## src/design/fpu_regs_pkg.sv

```systemverilog
package fpu_regs_pkg;

	// axi4-lite bus geometry
	localparam int AXI_ADDR_W = 4;
	localparam int AXI_DATA_W = 32;
	localparam int AXI_STRB_W = AXI_DATA_W / 8;
	localparam int RESP_W = 2;

	// register map, byte addresses
	localparam logic [AXI_ADDR_W-1:0] REG_OPERAND = 4'h0;
	localparam logic [AXI_ADDR_W-1:0] REG_CTRL = 4'h4;
	localparam logic [AXI_ADDR_W-1:0] REG_RESULT = 4'h8;
	localparam logic [AXI_ADDR_W-1:0] REG_STATUS = 4'hC;

	// bresp / rresp codes
	localparam logic [RESP_W-1:0] RESP_OKAY = 2'b00;
	localparam logic [RESP_W-1:0] RESP_SLVERR = 2'b10;

	// ctrl word fields
	localparam int CTRL_OP_LSB = 0;
	localparam int CTRL_OP_MSB = 1;
	localparam int CTRL_RM_LSB = 4;
	localparam int CTRL_RM_MSB = 6;

	// status word fields, flags are nv, of, nx from msb down
	localparam int STATUS_DONE_BIT = 0;
	localparam int STATUS_FLAG_LSB = 4;
	localparam int STATUS_FLAG_MSB = 6;

endpackage

```

## src/design/fpu_types_pkg.sv

```systemverilog
package fpu_types_pkg;

	// half precision layout
	localparam int HALF_FLOAT_W = 16;
	localparam int HALF_EXPONENT_W = 5;
	localparam int HALF_FRACTION_W = 10;
	localparam int SIGN_W = 1;
	localparam int HALF_BIAS = 15;

	// integer side of every conversion
	localparam int WORD_W = 32;

	// canonical half encodings
	localparam logic [HALF_FLOAT_W-1:0] HALF_INF = 16'h7C00;
	localparam logic [HALF_FLOAT_W-1:0] HALF_INFN = 16'hFC00;
	localparam logic [HALF_FLOAT_W-1:0] HALF_NAN = 16'h7E00;
	localparam logic [HALF_FLOAT_W-1:0] HALF_ZERO = 16'h0000;
	// largest finite magnitude, 65504
	localparam logic [HALF_FLOAT_W-1:0] HALF_MAX_FINITE = 16'h7BFF;

	// saturation limits for half to word
	localparam logic [WORD_W-1:0] WORD_SMAX = 32'h7FFF_FFFF;
	localparam logic [WORD_W-1:0] WORD_SMIN = 32'h8000_0000;
	localparam logic [WORD_W-1:0] WORD_UMAX = 32'hFFFF_FFFF;

	// fcvt flavours, destination first as in the isa mnemonic
	typedef enum logic [1:0] {
		FUNCT_W_H = 2'd0,
		FUNCT_WU_H = 2'd1,
		FUNCT_H_W = 2'd2,
		FUNCT_H_WU = 2'd3
	} fpu_cvt_type_t;

	// risc-v rounding modes, 5 to 7 behave as rtz
	typedef enum logic [2:0] {
		RM_RNE = 3'd0,
		RM_RTZ = 3'd1,
		RM_RDN = 3'd2,
		RM_RUP = 3'd3,
		RM_RMM = 3'd4
	} fpu_rm_t;

	// accrued exception bits, msb first as in status
	typedef struct packed {
		logic nv;
		logic of;
		logic nx;
	} fpu_flags_t;

	typedef struct packed {
		logic [WORD_W-1:0] operand;
		fpu_cvt_type_t op;
		fpu_rm_t rm;
	} fcvt_cmd_t;

	typedef struct packed {
		logic [WORD_W-1:0] value;
		fpu_flags_t flags;
	} fcvt_res_t;

endpackage
```

## src/design/fcvt_ifs.sv

```systemverilog
// command path from decode towards execute
interface fcvt_cmd_if
	import fpu_types_pkg::*;
();

	logic valid;
	fcvt_cmd_t cmd;

	modport src (
		output valid,
		output cmd
	);

	modport dst (
		input valid,
		input cmd
	);

endinterface

// result path from execute towards the read side
interface fcvt_res_if
	import fpu_types_pkg::*;
();

	logic valid;
	fcvt_res_t res;

	modport src (
		output valid,
		output res
	);

	modport dst (
		input valid,
		input res
	);

endinterface

```

## src/design/fcvt_top.sv

```systemverilog
module fcvt_top
	import fpu_types_pkg::*;
	import fpu_regs_pkg::*;
(
	input logic clk,
	input logic rst,

	input logic [AXI_ADDR_W-1:0] awaddr,
	input logic awvalid,
	output logic awready,
	input logic [AXI_DATA_W-1:0] wdata,
	input logic [AXI_STRB_W-1:0] wstrb,
	input logic wvalid,
	output logic wready,
	output logic [RESP_W-1:0] bresp,
	output logic bvalid,
	input logic bready,

	input logic [AXI_ADDR_W-1:0] araddr,
	input logic arvalid,
	output logic arready,
	output logic [AXI_DATA_W-1:0] rdata,
	output logic [RESP_W-1:0] rresp,
	output logic rvalid,
	input logic rready
);

	logic launched;

	// decode -> cmd_stage -> float_convert -> res_stage -> result
	fcvt_cmd_if dec_cmd ();
	fcvt_cmd_if stg_cmd ();
	fcvt_res_if cvt_res ();
	fcvt_res_if stg_res ();

	fcvt_decode decode_i (
		.clk(clk),
		.rst(rst),
		.awaddr(awaddr),
		.awvalid(awvalid),
		.awready(awready),
		.wdata(wdata),
		.wstrb(wstrb),
		.wvalid(wvalid),
		.wready(wready),
		.bresp(bresp),
		.bvalid(bvalid),
		.bready(bready),
		.cmd(dec_cmd),
		.launched(launched)
	);

	fpu_stage #(
		.payload_t(fcvt_cmd_t)
	) cmd_stage (
		.clk(clk),
		.rst(rst),
		.in_valid(dec_cmd.valid),
		.in_data(dec_cmd.cmd),
		.out_valid(stg_cmd.valid),
		.out_data(stg_cmd.cmd)
	);

	float_convert execute_i (
		.cmd(stg_cmd),
		.res(cvt_res)
	);

	fpu_stage #(
		.payload_t(fcvt_res_t)
	) res_stage (
		.clk(clk),
		.rst(rst),
		.in_valid(cvt_res.valid),
		.in_data(cvt_res.res),
		.out_valid(stg_res.valid),
		.out_data(stg_res.res)
	);

	fcvt_result result_i (
		.clk(clk),
		.rst(rst),
		.res(stg_res),
		.launched(launched),
		.araddr(araddr),
		.arvalid(arvalid),
		.arready(arready),
		.rdata(rdata),
		.rresp(rresp),
		.rvalid(rvalid),
		.rready(rready)
	);

endmodule

```

## src/design/fcvt_result.sv

```systemverilog
module fcvt_result
	import fpu_types_pkg::*;
	import fpu_regs_pkg::*;
(
	input logic clk,
	input logic rst,

	// finished conversions
	fcvt_res_if.dst res,
	input logic launched,

	// axi4-lite read address and data
	input logic [AXI_ADDR_W-1:0] araddr,
	input logic arvalid,
	output logic arready,
	output logic [AXI_DATA_W-1:0] rdata,
	output logic [RESP_W-1:0] rresp,
	output logic rvalid,
	input logic rready
);

	logic [WORD_W-1:0] result_q;
	fpu_flags_t flags_q;
	logic done;
	logic ar_fire;
	logic [AXI_DATA_W-1:0] status_word;

	// latest result wins, a new launch hides the old done
	always_ff @(posedge clk) begin
		if (rst) begin
			result_q <= '0;
			flags_q <= '0;
			done <= 1'b0;
		end else begin
			if (res.valid) begin
				result_q <= res.res.value;
				flags_q <= res.res.flags;
			end
			if (launched) begin
				done <= 1'b0;
			end else if (res.valid) begin
				done <= 1'b1;
			end
		end
	end

	always_comb begin
		status_word = '0;
		status_word[STATUS_DONE_BIT] = done;
		status_word[STATUS_FLAG_MSB:STATUS_FLAG_LSB] = flags_q;
	end

	assign ar_fire = arvalid & arready;

	// arready drops while a response waits for rready
	always_ff @(posedge clk) begin
		if (rst) begin
			arready <= 1'b0;
			rvalid <= 1'b0;
		end else if (ar_fire) begin
			arready <= 1'b0;
			rvalid <= 1'b1;
		end else if (rvalid && rready) begin
			arready <= 1'b1;
			rvalid <= 1'b0;
		end else if (!rvalid) begin
			arready <= 1'b1;
		end
	end

	// read data captured at the address handshake
	always_ff @(posedge clk) begin
		if (ar_fire) begin
			case (araddr)
				REG_RESULT: begin
					rdata <= result_q;
					rresp <= RESP_OKAY;
				end
				REG_STATUS: begin
					rdata <= status_word;
					rresp <= RESP_OKAY;
				end
				default: begin
					// write-only and unmapped
					rdata <= '0;
					rresp <= RESP_SLVERR;
				end
			endcase
		end
	end

endmodule

```

## src/design/float_convert.sv

```systemverilog
module float_convert
	import fpu_types_pkg::*;
(
	fcvt_cmd_if.dst cmd,
	fcvt_res_if.src res
);

	fcvt_cmd_t c;
	fcvt_res_t r;

	// half source side
	logic [HALF_FLOAT_W-1:0] h_raw;
	logic [HALF_FLOAT_W-1:0] h;
	logic h_is_nan;
	logic h_sign;
	logic [HALF_EXPONENT_W-1:0] h_exp;
	logic [HALF_FRACTION_W-1:0] h_frac;
	logic h_is_special;
	logic h_to_signed;
	logic [HALF_EXPONENT_W-1:0] h_shift;
	logic [HALF_FRACTION_W+HALF_BIAS:0] h_fixed;
	logic [WORD_W-1:0] h_mag;
	logic h_lost;

	// word source side
	logic w_neg;
	logic [WORD_W-1:0] w_mag;
	logic [4:0] w_msb;
	logic [4:0] w_lz;
	logic [WORD_W-1:0] w_norm;
	logic [HALF_FRACTION_W:0] w_sig;
	logic w_guard;
	logic w_sticky;
	logic w_inc;
	logic [HALF_FRACTION_W+1:0] w_sig_r;
	logic [6:0] w_exp_r;
	logic w_ovf;
	logic w_to_max;
	logic [HALF_FLOAT_W-1:0] w_half;

	assign c = cmd.cmd;

	// any nan collapses to the positive canonical one, sign is ignored
	assign h_raw = c.operand[HALF_FLOAT_W-1:0];
	assign h_is_nan = (h_raw[HALF_FLOAT_W-SIGN_W-1 -: HALF_EXPONENT_W] == '1) &&
		(h_raw[HALF_FRACTION_W-1:0] != '0);
	assign h = h_is_nan ? HALF_NAN : h_raw;

	assign h_sign = h[HALF_FLOAT_W-1];
	assign h_exp = h[HALF_FLOAT_W-SIGN_W-1 -: HALF_EXPONENT_W];
	assign h_frac = h[HALF_FRACTION_W-1:0];
	assign h_is_special = (h_exp == '1);
	assign h_to_signed = (c.op == FUNCT_W_H);

	// place 1.frac as fixed point, ten fraction bits below the integer
	assign h_shift = h_exp - HALF_EXPONENT_W'(HALF_BIAS);
	assign h_fixed = {{HALF_BIAS{1'b0}}, 1'b1, h_frac} << h_shift;
	assign h_mag = {{(WORD_W-HALF_FLOAT_W){1'b0}},
		h_fixed[HALF_FRACTION_W+HALF_BIAS:HALF_FRACTION_W]};
	assign h_lost = |h_fixed[HALF_FRACTION_W-1:0];

	// only fcvt.h.w reads the word as two's complement
	assign w_neg = (c.op == FUNCT_H_W) & c.operand[WORD_W-1];
	assign w_mag = w_neg ? -c.operand : c.operand;

	// leading one search, highest set bit wins
	always_comb begin
		w_msb = '0;
		for (int i = 0; i < WORD_W; i++) begin
			if (w_mag[i]) begin
				w_msb = 5'(i);
			end
		end
	end

	// normalise so the leading one sits at the word msb
	assign w_lz = 5'(WORD_W - 1) - w_msb;
	assign w_norm = w_mag << w_lz;
	assign w_sig = w_norm[WORD_W-1 -: HALF_FRACTION_W+1];
	assign w_guard = w_norm[WORD_W-HALF_FRACTION_W-2];
	assign w_sticky = |w_norm[WORD_W-HALF_FRACTION_W-3:0];

	// round increment by mode
	always_comb begin
		case (c.rm)
			RM_RNE: w_inc = w_guard & (w_sticky | w_sig[0]);
			RM_RTZ: w_inc = 1'b0;
			RM_RDN: w_inc = w_neg & (w_guard | w_sticky);
			RM_RUP: w_inc = ~w_neg & (w_guard | w_sticky);
			RM_RMM: w_inc = w_guard;
			default: w_inc = 1'b0;
		endcase
	end

	// modes that never round away from zero clamp to the largest finite
	always_comb begin
		case (c.rm)
			RM_RNE, RM_RMM: w_to_max = 1'b0;
			RM_RDN: w_to_max = ~w_neg;
			RM_RUP: w_to_max = w_neg;
			default: w_to_max = 1'b1;
		endcase
	end

	// a carry out of the significand bumps the exponent
	assign w_sig_r = {1'b0, w_sig} + {{(HALF_FRACTION_W+1){1'b0}}, w_inc};
	assign w_exp_r = 7'(w_msb) + 7'(HALF_BIAS) + 7'(w_sig_r[HALF_FRACTION_W+1]);
	assign w_ovf = (w_exp_r > 7'(2**HALF_EXPONENT_W - 2));

	always_comb begin
		if (w_mag == '0) begin
			w_half = HALF_ZERO;
		end else if (w_ovf) begin
			if (w_to_max) begin
				w_half = {w_neg, HALF_MAX_FINITE[HALF_FLOAT_W-2:0]};
			end else begin
				w_half = w_neg ? HALF_INFN : HALF_INF;
			end
		end else begin
			w_half = {w_neg, w_exp_r[HALF_EXPONENT_W-1:0], w_sig_r[HALF_FRACTION_W-1:0]};
		end
	end

	// select by opcode and collect flags
	always_comb begin
		r = '0;
		case (c.op)
			FUNCT_W_H, FUNCT_WU_H: begin
				if (h_is_special) begin
					// inf or nan saturates
					r.flags.nv = 1'b1;
					if (h_sign) begin
						r.value = h_to_signed ? WORD_SMIN : '0;
					end else begin
						r.value = h_to_signed ? WORD_SMAX : WORD_UMAX;
					end
				end else if (h_exp < HALF_EXPONENT_W'(HALF_BIAS)) begin
					// below one, denormals count as zero
					r.flags.nx = (h_exp != '0);
				end else if (h_sign && !h_to_signed) begin
					r.flags.nv = 1'b1;
				end else begin
					r.value = h_sign ? -h_mag : h_mag;
					r.flags.nx = h_lost;
				end
			end
			FUNCT_H_W, FUNCT_H_WU: begin
				r.value = {{(WORD_W-HALF_FLOAT_W){1'b0}}, w_half};
				r.flags.of = w_ovf;
				r.flags.nx = w_ovf | w_guard | w_sticky;
			end
		endcase
	end

	assign res.valid = cmd.valid;
	assign res.res = r;

endmodule

```

## src/design/fcvt_decode.sv

```systemverilog
module fcvt_decode
	import fpu_types_pkg::*;
	import fpu_regs_pkg::*;
(
	input logic clk,
	input logic rst,

	// axi4-lite write address and data
	input logic [AXI_ADDR_W-1:0] awaddr,
	input logic awvalid,
	output logic awready,
	input logic [AXI_DATA_W-1:0] wdata,
	input logic [AXI_STRB_W-1:0] wstrb,
	input logic wvalid,
	output logic wready,

	// axi4-lite write response
	output logic [RESP_W-1:0] bresp,
	output logic bvalid,
	input logic bready,

	// command towards execute
	fcvt_cmd_if.src cmd,
	// ctrl accepted, clears done on the read side
	output logic launched
);

	logic wr_fire;
	logic hit_operand;
	logic hit_ctrl;
	logic [WORD_W-1:0] operand_q;
	logic cmd_valid_q;
	fcvt_cmd_t cmd_q;

	// address and data taken together, one write in flight at a time
	assign wr_fire = awvalid & wvalid & ~bvalid;
	assign awready = wr_fire;
	assign wready = wr_fire;

	assign hit_operand = (awaddr == REG_OPERAND);
	assign hit_ctrl = (awaddr == REG_CTRL);
	assign launched = wr_fire & hit_ctrl;

	// response follows the handshake by one cycle, held until bready
	always_ff @(posedge clk) begin
		if (rst) begin
			bvalid <= 1'b0;
		end else if (wr_fire) begin
			bvalid <= 1'b1;
		end else if (bready) begin
			bvalid <= 1'b0;
		end
	end

	// anything other than the two write registers is an error
	always_ff @(posedge clk) begin
		if (wr_fire) begin
			bresp <= (hit_operand | hit_ctrl) ? RESP_OKAY : RESP_SLVERR;
		end
	end

	// operand register, byte lanes under wstrb
	always_ff @(posedge clk) begin
		if (wr_fire && hit_operand) begin
			for (int b = 0; b < AXI_STRB_W; b++) begin
				if (wstrb[b]) begin
					operand_q[8*b +: 8] <= wdata[8*b +: 8];
				end
			end
		end
	end

	// one command pulse per ctrl write
	always_ff @(posedge clk) begin
		if (rst) begin
			cmd_valid_q <= 1'b0;
		end else begin
			cmd_valid_q <= launched;
		end
	end

	// stored operand plus the fields unpacked from the ctrl word
	always_ff @(posedge clk) begin
		if (launched) begin
			cmd_q.operand <= operand_q;
			cmd_q.op <= fpu_cvt_type_t'(wdata[CTRL_OP_MSB:CTRL_OP_LSB]);
			cmd_q.rm <= fpu_rm_t'(wdata[CTRL_RM_MSB:CTRL_RM_LSB]);
		end
	end

	assign cmd.valid = cmd_valid_q;
	assign cmd.cmd = cmd_q;

endmodule

```

## src/design/fpu_stage.sv

```systemverilog
module fpu_stage #(
	parameter type payload_t = logic
) (
	input logic clk,
	input logic rst,
	input logic in_valid,
	input payload_t in_data,
	output logic out_valid,
	output payload_t out_data
);

	// valid bit follows its input every cycle, no stall
	always_ff @(posedge clk) begin
		if (rst) begin
			out_valid <= 1'b0;
		end else begin
			out_valid <= in_valid;
		end
	end

	// payload only moves with a valid beat
	always_ff @(posedge clk) begin
		if (in_valid) begin
			out_data <= in_data;
		end
	end

endmodule

```

## config.mk

```make
export PLATFORM = sky130hd
export DESIGN_NAME = fcvt_top
export DESIGN_NICKNAME = d
export VERILOG_FILES = /design/src/design/fpu_regs_pkg.sv /design/src/design/fpu_types_pkg.sv /design/src/design/fcvt_ifs.sv /design/src/design/fcvt_top.sv /design/src/design/fcvt_result.sv /design/src/design/float_convert.sv /design/src/design/fcvt_decode.sv /design/src/design/fpu_stage.sv
export SDC_FILE = /design/constraint.sdc
export NUM_CORES = 1
export LEC_CHECK = 0
export ABC_AREA = 1
export BUFFER_PORTS_ARGS = -buffer_cell sky130_fd_sc_hd__buf_2
export CAP_MARGIN = 20
export CORE_MARGIN = 4
export CORE_UTILIZATION = 30
export DETAILED_ROUTE_END_ITERATION = 8
export RECOVER_POWER = 25
export SYNTH_ARGS = -nofsm -noshare
export SYNTH_HDL_FRONTEND = slang
export SYNTH_HIERARCHICAL = 1
export SYNTH_SLANG_ARGS = --single-unit
```

## constraint.sdc

```tcl
create_clock -name clk -period 8.24 [get_ports clk]
set_clock_uncertainty 0.1 [all_clocks]
set_input_delay 0.824 -clock clk [delete_from_list [all_inputs] [get_ports clk]]
set_output_delay 0.824 -clock clk [all_outputs]
set_load 0.03 [all_outputs]
```

# Word level (Yosys, flattened, before mapping)
# Cells that the tools add are included.
dict set report word_totals {
  reg_bits 219
  out_inout_bits 41
  input_bits 51
  wordCells 152
}
dict set report op_classes {
  shift 2
  addsub 7
  reduce_logical 25
  magnitude_cmp 2
  mux 61
  n_bitwise 15
  n_eq_ne 12
}
# op count
set ops {}
lappend ops {{$mux 32} 6}
lappend ops {{$pmux 32 s2} 2}
lappend ops {{$mux 16} 5}
lappend ops {{$mux 5} 16}
lappend ops {{$mux 33} 2}
lappend ops {{$logic_not 32->1} 1}
lappend ops {{$mux 4} 8}
lappend ops {{$neg 16->32} 1}
lappend ops {{$neg 32->32} 1}
lappend ops {{$shl 32x5->32} 1}
lappend ops {{$shl 11x5->26} 1}
lappend ops {{$reduce_or 20->1} 1}
lappend ops {{$add 11x1->12} 1}
lappend ops {{$mux 3} 4}
lappend ops {{$reduce_or 2->1} 6}
lappend ops {{$mux 1} 11}
lappend ops {{$eq 5x5->1 const B} 2}
lappend ops {{$reduce_bool 10->1} 1}
lappend ops {{$reduce_or 10->1} 1}
lappend ops {{$and 1x1->1} 8}
lappend ops {{$eq 4x4->1 const B} 2}
lappend ops {{$mux 2} 4}
lappend ops {{$reduce_and 2->1} 4}
lappend ops {{$add 7x1->7} 1}
lappend ops {{23 further kinds} 34}

# Longest topological paths before layout
# Gate-level depths: netlist of run 1.
dict set report logic_depth {
  ltp_word 46
  ltp_mapped 66
  mapped_depth_nobuf 65
}

# Cells and area by module
# Netlist of run 1, hierarchy kept.
# module seq_area_each_um2 cells_each n_inst area_per_inst_um2
set by_module_without_submodules {}
lappend by_module_without_submodules {float_convert 0.0 1067 1 5222.5}
lappend by_module_without_submodules {fcvt_result 1751.7 277 1 2667.6}
lappend by_module_without_submodules {fcvt_decode 2142.1 99 1 2283.4}
lappend by_module_without_submodules {{fpu_stage (cmd_stage)} 1131.1 40 1 1141.1}
lappend by_module_without_submodules {{fpu_stage (res_stage)} 1071.0 38 1 1081.0}

# Worst setup path after synthesis of run 1
# Ideal clock, no wire load.
dict set report synth_path {
  kind {reg2reg}
  startpoint {register cmd_stage/out_data[5] in the netlist's numbering}
  endpoint {register res_stage/out_data[5] in the netlist's numbering (data pin)}
  arrival_ns 5.357
  path_buffers 1
  stages_incl_launch_ff 45
  setup_time_ns 0.256
  path_slack_ns 2.526
  t_required_ns 7.884
  period_less_slack_ns 5.714
  cell_sequence {edfxtp_1 -> inv_2 -> ha_1 -> nand4_1 -> nor2_2 -> nand4_1 -> nor2_1 -> nand3_1 -> nor3_2 -> a21oi_1 -> a21oi_2 -> xor2_1 -> inv_1 -> nor2_1 -> nand2_1 -> inv_2 -> nand2_2 -> a41oi_2 -> [... 9 more ...] -> nor2_1 -> nand3_1 -> nand2_1 -> nand3_1 -> ha_1 -> nand3_2 -> nor2_2 -> nand2_1 -> ha_1 -> ha_1 -> nand3_1 -> xor2_1 -> nand4_1 -> nand2_2 -> nand4_1 -> inv_2 -> nor2_4 -> a22o_1}
}
# item line
set synth_lines {}
lappend synth_lines {{from (decl)} fpu_stage.sv:9} ;# output payload_t out_data
lappend synth_lines {{from (signal assigned)} fpu_stage.sv:24} ;# out_data <= in_data;
lappend synth_lines {{to (signal assigned)} fpu_stage.sv:24}
lappend synth_lines {{to (decl)} fpu_stage.sv:9}

==> results of run 1 <==
==> cells in the final DEF (no fill, tap or decap), types with 19 or more instances in the layout <==
cell       instances
nand2_1          319
nand3_1          197
nor2_1           196
edfxtp_1         175
inv_1            158
o21ai_0           90
buf_2             87
dfxtp_1           42
a21oi_1           38
xor2_1            33
nor3_1            26
clkbuf_16         23
nor2_2            23
buf_4             20
inv_2             19
==> kinds of logic (layout without fill, tap and decap cells) <==
family          after synthesis  in the layout
compound gates              176            176
xor+xnor                     36             36
fa+ha+maj                    13             13
buf+inv                     246            338
flops                       217            217
mux                           6              6
other cells                   2              2
simple gates                825            825
==> metrics by stage <==
stage,util (%),std cells,hold WS [ns]
5_1_grt,34.5,2145,0.305
2_1_floorplan,-,1521,0.300
3_3_place_gp,32.6,2101,0.303
6_report,34.5,2145,0.299
3_5_place_dp,32.7,2103,0.305
4_1_cts,34.5,2145,0.295
==> routing by layer <==
| layer | GRT usage, % | vias to the layer above |
|---|---|---|
| met4 | 3.96 | 0 |
| li1 | - | 5177 |
| met5 | 0 | - |
| met1 | 19.0 | 4608 |
| met3 | 2.60 | 57 |
| met2 | 20.8 | 297 |
==> power by group through the flow <==
stage / sequential (mW) / clock [mW] / combinational, mW
floorplan: 1.22 / 0 / 0.0368
global placement: 1.21 / 0 / 0.0793
detailed placement: 1.21 / 0 / 0.0823
CTS: 1.19 / 1.03 / 0.0825
global route: 1.19 / 1.07 / 0.0898
finish: 1.19 / 0.997 / 0.0816
==> how the worst min path moves through the flow <==
stage	startpoint	endpoint	slack (ns)	cells after the start
5_1_grt	decode_i/operand_q[12]	decode_i/cmd.cmd[17]	0.31	0
3_5_place_dp	decode_i/cmd.cmd[25]	cmd_stage/out_data[25]	0.30	0
2_1_floorplan	decode_i/cmd.cmd[0]	cmd_stage/out_data[0]	0.30	0
3_3_place_gp	decode_i/operand_q[8]	decode_i/cmd.cmd[13]	0.30	0
4_1_cts	decode_i/cmd.cmd[16]	cmd_stage/out_data[16]	0.30	0
6_report	decode_i/cmd.cmd[16]	cmd_stage/out_data[16]	0.30	0
==> critical path, delay by kind of cell (launching register included) <==
family	cells	cell delay [ns]
compound gates	2	0.29
xor+xnor	2	0.39
fa+ha+maj	3	0.63
buf+inv	3	0.49
flops	1	0.32
simple gates	48	4.53
==> sequential cells by signal (all words and copies together) (netlist names) <==
register / count
decode_i/bresp: 1
result_i/flags_q: 3
result_i/done: 1
decode_i/operand_q: 32
res_stage/out_valid: 1
cmd_stage/out_valid: 1
decode_i/cmd.cmd: 37
result_i/rresp: 1
result_i/rvalid: 1
cmd_stage/out_data: 37
result_i/rdata: 32
result_i/arready: 1
res_stage/out_data: 35
decode_i/bvalid: 1
decode_i/cmd.valid: 1
result_i/result_q: 32
==> layout make-up <==
type / count / area, sq um
fill: 4246 / 26800
sequential: 217 / 6100
multi-input combinational: 1058 / 5270
inverter: 185 / 696
tap: 532 / 666
timing repair buffer: 111 / 624
clock buffer: 32 / 619
clock inverter: 10 / 108
==> run summary, run 1 <==
status: finished, final reports clean
Clock power frac: 44.0%
Top Layer Used: met4
Area growth, synth to finish: 13.5%
first-pass GRT wire length: 49600 microns
Pins Over Slew Limit: 0
Synth top area share: 42.4%
worst setup path end: res_stage/out_data[5]
pin count of the biggest net entering global routing: 39
met2 routed WL: 13000 microns
Avg Vias per Cell: 4.73
Critical Path RT: 8.41 ns
Synth Area in Compound Gates: 7.87%
drt pass-1 iters: 5
main area contributors after synthesis: edfxtp_1, nand2_1, nand3_1, dfxtp_1, nor2_1
slew margin rel.: 27.1%
core box area: 40800 sq um
row cnt: 74
mux cell area share after synthesis: 0.485%
initial antenna violation count: 0
combinational power share: 3.6%
switching power: 0.467 mW
critical path class: reg2reg
Post-Syn Area per Cell: 8.15 sq um
fin crit share: 85.7%
worst-case reg-to-reg path depth: 58
most frequent cell on the critical path: nand2_1
Clk Tree Root Cell: clkbuf_16
largest family of logic cells by synthesized area: simple AND/OR/NAND/NOR gates
top cells by count, synth: nand2_1, nand3_1, nor2_1
gr ovfl total: 0
Remaining DRCs: 0
element type at the critical path end: register
PwrDens: 161 nW/um^2
cell with the most instances after synthesis: nand2_1
Reg-to-Reg Start: cmd_stage/out_data[4]
Yosys reg bits: 217
Reg clk slew, reported paths: 0.06 ns
sequential-to-total area share from yosys stat: 49.2%
Peak Freq: 142 MHz
pre-CTS worst setup slack: 1.21 ns
critical path arrival: 7.23 ns
post-synthesis async set-or-reset flop share: 0%
Lkg Pwr: 5.81 nW
setup ws final: 1.18 ns
sw frac: 20.6%
largest vdd supply drop: 0.114 mV
Ports: 92
number of gates resized after CTS: 0
Netlist Area Pre-Place: 12400 sq um
CP max FO: 32
Worst Hold Class: reg2reg
synth unique cells: 54
IO Port Bufs: 89
dominant synthesized flop cell: edfxtp_1
R2R Setup Slk: 1.18 ns
max cap viols: 0
Max clock buf depth: 3
Synth Area in Adders: 1.31%
nets: 1660
Wirelength per Cell: 14.1 microns
Min Clock Period, post-route: 7.06 ns
Hold Fails Final Rpt: 0
Worst-Margin Slew: 1.08 ns
Final TNS setup: 0 ns
Post-CTS Setup Bufs: 0
ant diodes: 0
Worst Setup Start Kind: register
CTS tree: done
yosys warns: 6
Yosys top cell by area: edfxtp_1
Die Area: 44600 sq um
Area after DPL: 13400 sq um
clk_lat worst skew: 0.52 ns
Int Power: 1.80 mW
1st-iter DRT viols: 694
DRT met1 WL: 14500 microns
part of the power in registers: 52.4%
Num CTS Buffers: 23
initial core utilization: 30.4%
Synth Area in XOR/XNOR: 2.60%
die height: 211 microns
Post-Synthesis Cells: 1521
clock sinks: 217
Hold Buf Count CTS: 0
GRT Util Overall: 13.4%
critical path's largest stage delay: 0.58 ns
post-synthesis simple-gate area fraction: 30.1%
Setup crit start: cmd_stage/out_data[4]
DR vias: 10100
Post-Syn Nets: 1585
DR WL met3: 1910 microns
Post-DRT Antenna Nets: 0
WL final: 30300 microns
design area: 14100 sq um
Power Total: 2.27 mW
final setup vio count: 0
share of layout cells above drive strength 1: 14.7%
reg2reg end: res_stage/out_data[5]
hpwl dp: 22900 microns
DIE WIDTH: 211 microns
number of global-route vias before repair: 9749
Post-synth EDFFs: 175
H-tree depth: 1
Slowest-stage cell, CP: nor3_1
RSZ-0062 raised after global routing: no
RePlAce Congestion: 0.950
No activity file was read; power rests on OpenSTA's default activity.
==> inputs of run 2 (changes only) <==
--- a/config.mk
+++ b/config.mk
@@ -8,7 +8,8 @@
 export ABC_AREA = 1
 export BUFFER_PORTS_ARGS = -buffer_cell sky130_fd_sc_hd__buf_2
 export CAP_MARGIN = 20
-export CORE_MARGIN = 4
+export CORE_ASPECT_RATIO = 1.25
+export CORE_MARGIN = 2
 export CORE_UTILIZATION = 30
 export DETAILED_ROUTE_END_ITERATION = 8
 export RECOVER_POWER = 25
==> run summary, run 2 (same netlist as run 1, synthesis figures left out) <==
status: finished, final reports clean
Area growth, synth to finish: 13.6%
share of layout cells above drive strength 1: 14.6%
critical path class: reg2reg
Slowest-stage cell, CP: edfxtp_1
most frequent cell on the critical path: nand2_1
die height: 231 microns
GRT Util Overall: 13.7%
Reg clk slew, reported paths: 0.06 ns
Wirelength per Cell: 13.6 microns
Post-DRT Antenna Nets: 0
Critical Path RT: 8.40 ns
pin count of the biggest net entering global routing: 39
Area after DPL: 13400 sq um
Min Clock Period, post-route: 7.22 ns
H-tree depth: 1
number of global-route vias before repair: 9581
met3 usage: 1.92%
Post-CTS Setup Bufs: 0
gr ovfl total: 0
Avg Vias per Cell: 4.70
WL final: 29400 microns
critical path's largest stage delay: 0.42 ns
critical path arrival: 7.38 ns
Max clock buf depth: 3
Clk Tree Root Cell: clkbuf_16
Lkg Pwr: 5.79 nW
nets: 1660
Final TNS setup: 0 ns
grt met1 use: 17.2%
Ports: 92
DIE WIDTH: 186 microns
Num CTS Buffers: 22
PwrDens: 156 nW/um^2
Worst-Margin Slew: 0.963 ns
commonest non-fill, non-tap cell in the layout: nand2_1
Hold Fails Final Rpt: 0
Hold Startpoint: decode_i/operand_q[21]
drt pass-1 iters: 6
core box area: 40900 sq um
number of gates resized after CTS: 0
Worst Hold Depth: 0
Reg-to-Reg Start: cmd_stage/out_data[5]
GRT met2 Usage: 23.2%
clk_lat worst skew: 0.51 ns
final setup vio count: 0
RePlAce Congestion: 0.927
pre-CTS worst setup slack: 1.11 ns
reg2reg end: res_stage/out_data[5]
hpwl dp: 22700 microns
worst-case reg-to-reg path depth: 49
Worst Hold End: decode_i/cmd.cmd[26]
Die Area: 43000 sq um
ant diodes: 0
max cap viols: 0
fin crit share: 87.7%
Worst Setup Start Kind: register
Remaining DRCs: 0
RSZ-0062 raised after global routing: no
worst hold slack: 0.313 ns
fillers: 4348
IO Port Bufs: 89
Power Total: 2.20 mW
initial core utilization: 30.3%
CTS tree: done
DR vias: 10200
grt peak-use layer: met2
element type at the critical path end: register
Placed Cells: 2123
clock sinks: 217
largest vdd supply drop: 0.154 mV
Final Core Density: 34.4%
Worst Hold Class: reg2reg
most frequent cells in the layout: nand2_1, nand3_1, nor2_1
slew margin rel.: 35.3%
row cnt: 83
design area: 14100 sq um
setup ws final: 1.02 ns
1st-iter DRT viols: 757
Non-Filler Instances: 2164
initial antenna violation count: 0
CP max FO: 32
first-pass GRT wire length: 47900 microns
R2R Setup Slk: 1.02 ns
Hold Buf Count CTS: 0
Peak Freq: 138 MHz
Pins Over Slew Limit: 0
[run 2: worst max path at each step]
| stage | from | to | cells after the start |
|---|---|---|---|
| 2_1_floorplan | cmd_stage/out_data[5] | res_stage/out_data[5] | 44 |
| 3_3_place_gp | cmd_stage/out_data[5] | res_stage/out_data[5] | 58 |
| 3_5_place_dp | cmd_stage/out_data[5] | res_stage/out_data[5] | 40 |
| 4_1_cts | cmd_stage/out_data[5] | res_stage/out_data[5] | 40 |
| 5_1_grt | cmd_stage/out_data[5] | res_stage/out_data[5] | 58 |
| 6_report | cmd_stage/out_data[5] | res_stage/out_data[5] | 49 |
[run 2: metal layers]
layer / vias to the layer above / share of wire [%] / routed length [microns]
met5: - / 0 / 0
met4: 0 / 4.6 / 1340
met3: 76 / 5.0 / 1460
met2: 318 / 47 / 13900
met1: 4590 / 43 / 12700
li1: 5181 / - / -
[run 2: area by class of cell]
class / instances / area, sq um / area share (%)
Clock buffer: 28 / 624 / 4.44
Clock inverter: 12 / 76.3 / 0.542
Inverter: 185 / 696 / 4.94
Multi-Input combinational cell: 1058 / 5270 / 37.4
Sequential cell: 217 / 6100 / 43.3
Tap cell: 552 / 691 / 4.91
Timing Repair Buffer: 112 / 629 / 4.47
[run 2: worst max-delay path, delay by kind of cell (launching register included)]
family | cells | cell delay (ns)
compound gates | 1 | 0.20
simple gates | 39 | 4.41
buf+inv | 3 | 0.37
flops | 1 | 0.42
fa+ha+maj | 4 | 0.86
xor+xnor | 2 | 0.57
[run 2: power by group]
part / switching (mW) / internal (mW)
logic: 0.0555 / 0.0253
registers: 0.00292 / 1.18
clock network: 0.394 / 0.539
total: 0.453 / 1.75
